--- config.mk ---
export PLATFORM = sky130hd
export DESIGN_NAME = pcs_tx_top
export DESIGN_NICKNAME = d
export VERILOG_FILES = /design/src/hw/pcs_tx_pkg.sv /design/src/hw/am_inserter.sv /design/src/hw/clock_comp_tx.sv /design/src/hw/pcs_tx_top.sv /design/src/hw/sync_fifo.sv /design/src/hw/tx_scrambler.sv
export SDC_FILE = /design/constraint.sdc
export NUM_CORES = 2
export LEC_CHECK = 0
export ABC_AREA = 1
export ABC_CLOCK_PERIOD_IN_PS = 8200
export BUFFER_PORTS_ARGS = -buffer_cell sky130_fd_sc_hd__buf_2
export CORE_MARGIN = 2
export CORE_UTILIZATION = 25
export CTS_BUF_LIST = sky130_fd_sc_hd__clkbuf_8
export CTS_CLUSTER_SIZE = 30
export DETAILED_ROUTE_END_ITERATION = 7
export MAX_ROUTING_LAYER = met4
export PLACE_DENSITY = 0.4
export SYNTH_ARGS = -nofsm -noshare
export SYNTH_HDL_FRONTEND = slang
export SYNTH_SLANG_ARGS = --single-unit
export TNS_END_PERCENT = 30
--- constraint.sdc ---
create_clock -name i_clock -period 8.2 [get_ports i_clock]
set_input_delay 0.82 -clock i_clock [delete_from_list [all_inputs] [get_ports i_clock]]
set_output_delay 0.82 -clock i_clock [all_outputs]
set_load 0.02 [all_outputs]
--- src/hw/pcs_tx_pkg.sv ---
package pcs_tx_pkg;

        localparam int NB_BLOCK        = 66;         // Sync header in [65:64]
        localparam int NB_PAYLOAD      = 64;         // Scrambled part
        localparam int N_LANES         = 20;         // PCS lanes, markers per period
        localparam int AM_BLOCK_PERIOD = 16383;      // Blocks per lane between markers

        localparam int PERIOD_BLOCKS   = AM_BLOCK_PERIOD * N_LANES;
        localparam int NB_PERIOD_CNT   = $clog2(PERIOD_BLOCKS);
        localparam int NB_LANE_IDX     = $clog2(N_LANES);
        localparam int NB_FIFO_ADDR    = 5;          // 32 entries

        // Full idle block, control header and type 0x1E
        localparam logic [NB_BLOCK-1:0] PCS_IDLE = {2'b10, 8'h1E, 56'd0};

        // Marker for one lane, first byte sent sits at the top
        function automatic logic [NB_BLOCK-1:0] am_lane_marker(input logic [NB_LANE_IDX-1:0] lane);
                logic [23:0] m;                      // M0 M1 M2
                case (lane)
                        5'd0:    m = 24'hC1_68_21;
                        5'd1:    m = 24'h9D_71_8E;
                        5'd2:    m = 24'h59_4B_E8;
                        5'd3:    m = 24'h4D_95_7B;
                        5'd4:    m = 24'hF5_07_09;
                        5'd5:    m = 24'hDD_14_C2;
                        5'd6:    m = 24'h9A_4A_26;
                        5'd7:    m = 24'h7B_45_66;
                        5'd8:    m = 24'hA0_24_76;
                        5'd9:    m = 24'h68_C9_FB;
                        5'd10:   m = 24'hFD_6C_99;
                        5'd11:   m = 24'hB9_91_55;
                        5'd12:   m = 24'h5C_B9_B2;
                        5'd13:   m = 24'h1A_F8_BD;
                        5'd14:   m = 24'h83_C7_CA;
                        5'd15:   m = 24'h35_36_CD;
                        5'd16:   m = 24'hC4_31_4C;
                        5'd17:   m = 24'hAD_D6_B7;
                        5'd18:   m = 24'h5F_66_2A;
                        5'd19:   m = 24'hC0_F0_E5;
                        default: m = 24'h00_00_00;   // Unused lane numbers
                endcase
                // Sync 01, lane bytes, BIP3, inverted bytes, BIP7
                // BIP fields left zero for the per-lane stage
                return {2'b01, m, 8'h00, ~m, 8'h00};
        endfunction

endpackage

--- src/hw/am_inserter.sv ---
`timescale 1ns/1ps

module am_inserter import pcs_tx_pkg::*;
(
        input  logic                i_clock,
        input  logic                i_rst_n,
        input  logic                i_valid,
        input  logic [NB_BLOCK-1:0] i_data,
        input  logic                i_tag,
        output logic                o_valid,
        output logic [NB_BLOCK-1:0] o_data,
        output logic                o_am
);

        logic [NB_LANE_IDX-1:0] lane_idx;           // Lane for the next marker
        logic                   am_take;
        logic                   lane_last;

        assign am_take   = i_valid && i_tag;
        assign lane_last = (lane_idx == NB_LANE_IDX'(N_LANES - 1));

        always_ff @(posedge i_clock or negedge i_rst_n)
        begin
                if (!i_rst_n)
                begin
                        lane_idx <= '0;
                        o_valid  <= 1'b0;
                        o_am     <= 1'b0;
                end
                else
                begin
                        o_valid <= i_valid;
                        o_am    <= am_take;
                        if (am_take)
                        begin
                                // Round robin over the lanes
                                if (lane_last)
                                        lane_idx <= '0;
                                else
                                        lane_idx <= lane_idx + 1'b1;
                        end
                end
        end

        // Tagged idle overwritten, everything else passes
        always_ff @(posedge i_clock)
        begin
                if (i_valid)
                        o_data <= i_tag ? am_lane_marker(lane_idx) : i_data;
        end

endmodule

--- src/hw/clock_comp_tx.sv ---
`timescale 1ns/1ps

module clock_comp_tx import pcs_tx_pkg::*;
(
        input  logic                i_clock,
        input  logic                i_rst_n,
        input  logic                i_valid,
        input  logic [NB_BLOCK-1:0] i_data,
        output logic                o_valid,
        output logic [NB_BLOCK-1:0] o_data,
        output logic                o_tag,
        output logic                o_fifo_overflow
);

        logic [NB_PERIOD_CNT-1:0] period_cnt;       // Valid blocks in this period
        logic [NB_LANE_IDX:0]     idle_cnt;         // Idles deleted, saturates at N_LANES
        logic                     period_end;
        logic                     slot;             // Marker slot position
        logic                     idle_del;         // Drop this input block
        logic                     fifo_write;
        logic                     fifo_read;
        logic [NB_BLOCK-1:0]      fifo_data;

        assign period_end = (period_cnt == NB_PERIOD_CNT'(PERIOD_BLOCKS - 1));
        assign slot       = (period_cnt < NB_PERIOD_CNT'(N_LANES));

        // Only the first N_LANES idles of a period are taken, slots included
        assign idle_del   = i_valid && (i_data == PCS_IDLE)
                            && (idle_cnt < (NB_LANE_IDX+1)'(N_LANES));

        assign fifo_write = i_valid && !idle_del;
        assign fifo_read  = i_valid && !slot;       // Slots hold the stream back

        always_ff @(posedge i_clock or negedge i_rst_n)
        begin
                if (!i_rst_n)
                begin
                        period_cnt <= '0;
                        idle_cnt   <= '0;
                end
                else if (i_valid)
                begin
                        if (period_end)
                        begin
                                period_cnt <= '0;
                                idle_cnt   <= '0;   // Fresh deletion budget
                        end
                        else
                        begin
                                period_cnt <= period_cnt + 1'b1;
                                if (idle_del)
                                        idle_cnt <= idle_cnt + 1'b1;
                        end
                end
        end

        // Output stage, one cycle
        always_ff @(posedge i_clock or negedge i_rst_n)
        begin
                if (!i_rst_n)
                begin
                        o_valid <= 1'b0;
                        o_tag   <= 1'b0;
                end
                else
                begin
                        o_valid <= i_valid;
                        o_tag   <= i_valid && slot;
                end
        end

        always_ff @(posedge i_clock)
        begin
                if (i_valid)
                        o_data <= slot ? PCS_IDLE : fifo_data;   // Tagged idle fills the slot
        end

        sync_fifo u_sync_fifo
        (
                .i_clock    (i_clock),
                .i_rst_n    (i_rst_n),
                .i_write    (fifo_write),
                .i_read     (fifo_read),
                .i_data     (i_data),
                .o_data     (fifo_data),
                .o_overflow (o_fifo_overflow)
        );

endmodule

--- src/hw/pcs_tx_top.sv ---
`timescale 1ns/1ps

module pcs_tx_top import pcs_tx_pkg::*;
(
        input  logic                i_clock,
        input  logic                i_rst_n,
        input  logic                i_valid,
        input  logic [NB_BLOCK-1:0] i_data,
        output logic                o_valid,
        output logic [NB_BLOCK-1:0] o_data,
        output logic                o_am,
        output logic                o_fifo_overflow
);

        logic                cc_valid;              // Clock comp to scrambler
        logic [NB_BLOCK-1:0] cc_data;
        logic                cc_tag;
        logic                scr_valid;             // Scrambler to marker insert
        logic [NB_BLOCK-1:0] scr_data;
        logic                scr_tag;

        clock_comp_tx u_clock_comp_tx
        (
                .i_clock (i_clock),    .i_rst_n (i_rst_n),
                .i_valid (i_valid),    .i_data  (i_data),
                .o_valid (cc_valid),   .o_data  (cc_data),
                .o_tag   (cc_tag),     .o_fifo_overflow (o_fifo_overflow)
        );

        tx_scrambler u_tx_scrambler
        (
                .i_clock (i_clock),    .i_rst_n (i_rst_n),
                .i_valid (cc_valid),   .i_data  (cc_data),   .i_tag (cc_tag),
                .o_valid (scr_valid),  .o_data  (scr_data),  .o_tag (scr_tag)
        );

        am_inserter u_am_inserter
        (
                .i_clock (i_clock),    .i_rst_n (i_rst_n),
                .i_valid (scr_valid),  .i_data  (scr_data),  .i_tag (scr_tag),
                .o_valid (o_valid),    .o_data  (o_data),    .o_am  (o_am)
        );

endmodule

--- src/hw/sync_fifo.sv ---
`timescale 1ns/1ps

module sync_fifo import pcs_tx_pkg::*;
(
        input  logic                i_clock,
        input  logic                i_rst_n,
        input  logic                i_write,
        input  logic                i_read,
        input  logic [NB_BLOCK-1:0] i_data,
        output logic [NB_BLOCK-1:0] o_data,
        output logic                o_overflow
);

        localparam int DEPTH = 2 ** NB_FIFO_ADDR;

        logic [NB_BLOCK-1:0]     mem [DEPTH];       // Block storage, no reset
        logic [NB_FIFO_ADDR-1:0] wr_ptr;
        logic [NB_FIFO_ADDR-1:0] rd_ptr;
        logic [NB_FIFO_ADDR:0]   count;             // Occupancy, 0 to DEPTH
        logic                    empty;
        logic                    full;
        logic                    wr_ok;
        logic                    rd_ok;

        assign empty = (count == '0);
        assign full  = (count == (NB_FIFO_ADDR+1)'(DEPTH));

        // Full with a read in the same cycle still takes the write
        assign wr_ok = i_write && (!full || i_read);
        // Empty read only served by a same-cycle write
        assign rd_ok = i_read && (!empty || i_write);

        // Bypass so an empty FIFO adds no latency
        assign o_data = empty ? i_data : mem[rd_ptr];

        always_ff @(posedge i_clock)
        begin
                if (wr_ok)
                begin
                        mem[wr_ptr] <= i_data;
                end
        end

        always_ff @(posedge i_clock or negedge i_rst_n)
        begin
                if (!i_rst_n)
                begin
                        wr_ptr     <= '0;
                        rd_ptr     <= '0;
                        count      <= '0;
                        o_overflow <= 1'b0;
                end
                else
                begin
                        if (wr_ok)
                                wr_ptr <= wr_ptr + 1'b1;   // Wraps at DEPTH
                        if (rd_ok)
                                rd_ptr <= rd_ptr + 1'b1;
                        count <= count + (NB_FIFO_ADDR+1)'(wr_ok) - (NB_FIFO_ADDR+1)'(rd_ok);
                        if (i_write && !wr_ok)
                                o_overflow <= 1'b1;        // Sticky until reset
                end
        end

endmodule

--- src/hw/tx_scrambler.sv ---
`timescale 1ns/1ps

module tx_scrambler import pcs_tx_pkg::*;
(
        input  logic                i_clock,
        input  logic                i_rst_n,
        input  logic                i_valid,
        input  logic [NB_BLOCK-1:0] i_data,
        input  logic                i_tag,
        output logic                o_valid,
        output logic [NB_BLOCK-1:0] o_data,
        output logic                o_tag
);

        logic [57:0]           scr_state;           // Last 58 scrambled bits, [0] newest
        logic [57:0]           scr_next;
        logic [NB_PAYLOAD-1:0] scr_out;

        // 1 + x^39 + x^58, bit 0 goes first
        always_comb
        begin
                scr_next = scr_state;
                for (int i = 0; i < NB_PAYLOAD; i++)
                begin
                        scr_out[i] = i_data[i] ^ scr_next[38] ^ scr_next[57];
                        scr_next   = {scr_next[56:0], scr_out[i]};   // Feed back scrambled bit
                end
        end

        always_ff @(posedge i_clock or negedge i_rst_n)
        begin
                if (!i_rst_n)
                begin
                        scr_state <= '1;
                        o_valid   <= 1'b0;
                        o_tag     <= 1'b0;
                end
                else
                begin
                        o_valid <= i_valid;
                        if (i_valid)
                                o_tag <= i_tag;
                        if (i_valid && !i_tag)
                                scr_state <= scr_next;   // Tagged slots leave state alone
                end
        end

        always_ff @(posedge i_clock)
        begin
                if (i_valid)
                        o_data <= i_tag ? i_data : {i_data[NB_BLOCK-1 -: 2], scr_out};
        end

endmodule

==> impl_metrics.json <==
{
  "synth-seq-cells": 2421,
  "synth_cells": 9323,
  "drc": 0,
  "crit_chain": "o21ai_0 -> nand3_1 -> nor2_1 -> nand3_1 -> nand2_1 -> inv_1 -> nand2_4 -> nor2_4 -> buf_4 -> buf_4",
  "p_per_area_nw_per_um2": 330,
  "pin_count": 138,
  "grt_pass1_vias": 67080,
  "dp_hpwl_um": 200000,
  "core_sq_um": 409000,
  "vdd_drop_max_mv": 0.208,
  "worstMarginPinSlew_ns": 1.36,
  "cp.buffers_inverters": 3,
  "fin_crit_ns": 5.12,
  "drt-met1-wl_um": 160000,
  "syn-cell-area_sq_um": 102000,
  "cts_sinks": 2421,
  "hold_violations": 0,
  "synthToLayoutAreaGrowth_pct": 14.5,
  "maxSlewViolCount": 0,
  "hp-class": "in2reg",
  "hp-start": "i_data[10]",
  "ctsLongestPathBuffers": 4,
  "path_delay_family": "simple AND/OR/NAND/NOR gates",
  "nets": 9637,
  "detail_route.wl_per_cell_um": 23.3,
  "place_area_sq_um": 110000,
  "synth_fp_nets": 9418,
  "slowest_stage": "nor2_4",
  "top_layer": "met4",
  "cts.repair.resized": 0,
  "rows": 235,
  "worstReg2RegEnd": "u_clock_comp_tx.u_sync_fifo.mem[8][36]",
  "rr_startpoint": "u_clock_comp_tx.idle_cnt[2]",
  "die_x_um": 644,
  "grt_pass1_wl_um": 508000,
  "arrival_ns": 5.85,
  "clk_latency_ns": 1.13,
  "ys_warn_count": 0,
  "hold_path_depth": 1,
  "htree_num_levels": 5,
  "startpoint": "u_clock_comp_tx.idle_cnt[2]",
  "met3_length_um": 17100,
  "status": "complete, no violations",
  "p_leak_uw": 0.0443,
  "worst_path_largest_cell_delay_ns": 1.04,
  "wirelength_um": 358000,
  "cts_tree": "yes",
  "cp-end-kind": "flop",
  "synth_cell_types": 39,
  "yosysSeqAreaShare_pct": 70.5,
  "met2_length_um": 171000,
  "postCtsSetupBuffers": 0,
  "path_class": "reg2reg",
  "fin_skew_ns": 0.0718,
  "dieArea_sq_um": 415000,
  "overflow": 0,
  "antenna_found_initial": 48,
  "setup_violations": 0,
  "cts_hold_buf": 5,
  "cp-start-kind": "flop",
  "vias": 68625,
  "viasPerCell": 4.47,
  "nFillCells": 42286,
  "grtUsageTotal_pct": 17.3,
  "ant_nets": 0,
  "drive_gt1_share_pct": 9.72,
  "hold_slack_ns": 0.121,
  "die_y_um": 644,
  "gp_congestion": 0.796,
  "fin_setup_tns_ns": 0,
  "start_util_pct": 25.0,
  "path_clk_slew_ns": 0.06,
  "drv_cap": 0,
  "drt_iter0_drc": 5653,
  "layout_common_cells": "nand2_1 (2,558), edfxtp_1 (2,310), nor2_1 (968)",
  "critPathRequiredTime_ns": 8.94,
  "finalCritPeriodShare_pct": 62.4,
  "drt_pass1_iterations": 5,
  "min_to": "u_clock_comp_tx.u_sync_fifo.mem[29][10]",
  "clockRootBuffer": "clkbuf_8",
  "cp_num_cells": 10,
  "worstRegToRegCells": 10,
  "cts_buffers": 418,
  "grt_max_degree": 175,
  "max_freq_mhz": 195,
  "synth.avg_cell_area_sq_um": 11.0,
  "r2r_slack_ns": 3.08,
  "layout_commonest_cell": "nand2_1",
  "rsz0062_at_grt": "false",
  "port_buffers": 137,
  "final_area_sq_um": 117000,
  "relSlewSlack_pct": 8.82,
  "critical_path.max_fanout": 30
}
[layer usage]
| layer | track usage (%) | up-vias |
|---|---|---|
| met2 | 28.4 | 1824 |
| met1 | 22.6 | 34187 |
| met4 | 4.46 | 0 |
| li1 | - | 32064 |
| met3 | 2.38 | 550 |
| met5 | - | - |
[synth_stat cells (all sizes together)]
| master | number | area [sq um] |
|---|---|---|
| nand3b | 3 | 22.5 |
| buf | 287 | 1490 |
| a41oi | 1 | 8.76 |
| a31oi | 2 | 12.5 |
| nor2 | 1000 | 3750 |
| o21ai | 735 | 3680 |
| dfstp | 58 | 1520 |
| xor2 | 89 | 780 |
| fa | 1 | 20.0 |
| o31ai | 2 | 15.0 |
| nor3b | 1 | 7.51 |
| ha | 25 | 313 |
| inv | 723 | 2710 |
| nor2b | 1 | 6.26 |
| nor3 | 18 | 90.1 |
| nand4 | 7 | 43.8 |
| edfxtp | 2310 | 69400 |
| dfrtp | 53 | 1330 |
| or2 | 34 | 213 |
| nand3 | 850 | 4250 |
| nand2 | 2562 | 9620 |
| a21boi | 1 | 7.51 |
| xnor2 | 47 | 412 |
| clkinv | 3 | 11.3 |
| a21oi | 64 | 320 |
| o21bai | 3 | 22.5 |
| o2111ai | 1 | 8.76 |
| clkbuf | 241 | 905 |
| o221ai | 2 | 17.5 |
| o21a | 16 | 120 |
| a21o | 2 | 15.0 |
| o211ai | 181 | 1360 |
[registers in the layout (all words and copies together), names as in the netlist, 5 cells and up]
name                                count
u_clock_comp_tx.u_sync_fifo.mem      2112
u_am_inserter.o_data                   66
u_clock_comp_tx.o_data                 66
u_tx_scrambler.o_data                  66
u_tx_scrambler.scr_state               58
u_clock_comp_tx.period_cnt             19
u_clock_comp_tx.idle_cnt                6
u_clock_comp_tx.u_sync_fifo.count       6
u_am_inserter.lane_idx                  5
u_clock_comp_tx.u_sync_fifo.rd_ptr      5
u_clock_comp_tx.u_sync_fifo.wr_ptr      5
[layout make-up]
cell class,count,area [sq um],area share [%]
timing repair buffer,327,2530,2.16
multi-input combinational,5648,25400,21.6
clock inverter,320,1540,1.31
sequential,2421,72200,61.6
antenna,32,80.1,0.0683
tap,5451,6820,5.81
clock buffer,432,5950,5.07
inverter,726,2760,2.36
[worst reg2reg max path, stage by stage, from the launching register on]
cell,delay (ns)
dfrtp_1,0.41
o21ai_0,0.29
nand3_1,0.41
nor2_1,0.09
nand3_1,0.37
nand2_1,0.19
inv_1,0.23
nand2_4,0.48
nor2_4,1.08
buf_4,0.70
buf_4,0.48
[worst max-delay path by stage]
stage	end	slack [ns]
2_1_floorplan	u_clock_comp_tx.u_sync_fifo.mem[0][0]	3.18
3_3_place_gp	u_clock_comp_tx.u_sync_fifo.mem[8][39]	2.04
3_5_place_dp	u_clock_comp_tx.u_sync_fifo.mem[8][39]	2.08
4_1_cts	u_clock_comp_tx.u_sync_fifo.mem[8][36]	3.05
5_1_grt	u_clock_comp_tx.u_sync_fifo.mem[8][5]	2.97
6_report	u_clock_comp_tx.u_sync_fifo.mem[8][36]	3.08
[cells by family after synthesis]
| family | after synthesis | share of synthesized area [%] |
|---|---|---|
| and+or+nand+nor | 4476 | 17.6 |
| DFF | 2421 | 70.5 |
| buffers and inverters | 1254 | 4.99 |
| AOI/OAI and AO/OA | 1010 | 5.45 |
| xor gates and xnor gates | 136 | 1.16 |
| adders and majority gates | 26 | 0.325 |
[report_power, final]
part | internal, uW | switching (uW)
Clock | 4990 | 5200
Combinational | 3210 | 9170
Sequential | 15300 | 840
Total | 23500 | 15200
[through the flow]
| step | power, uW | utilization [%] | cells | setup WS [ns] |
|---|---|---|---|---|
| floorplan | 23200 | - | 9323 | 3.18 |
| global placement | 28900 | 26.8 | 14568 | 2.04 |
| detailed placement | 28900 | 26.8 | 14568 | 2.08 |
| CTS | 39200 | 28.7 | 15325 | 3.05 |
| global route | 40900 | 28.7 | 15352 | 2.97 |
| finish | 38700 | 28.7 | 15357 | 3.08 |
Power figures use the tool's default switching activity.
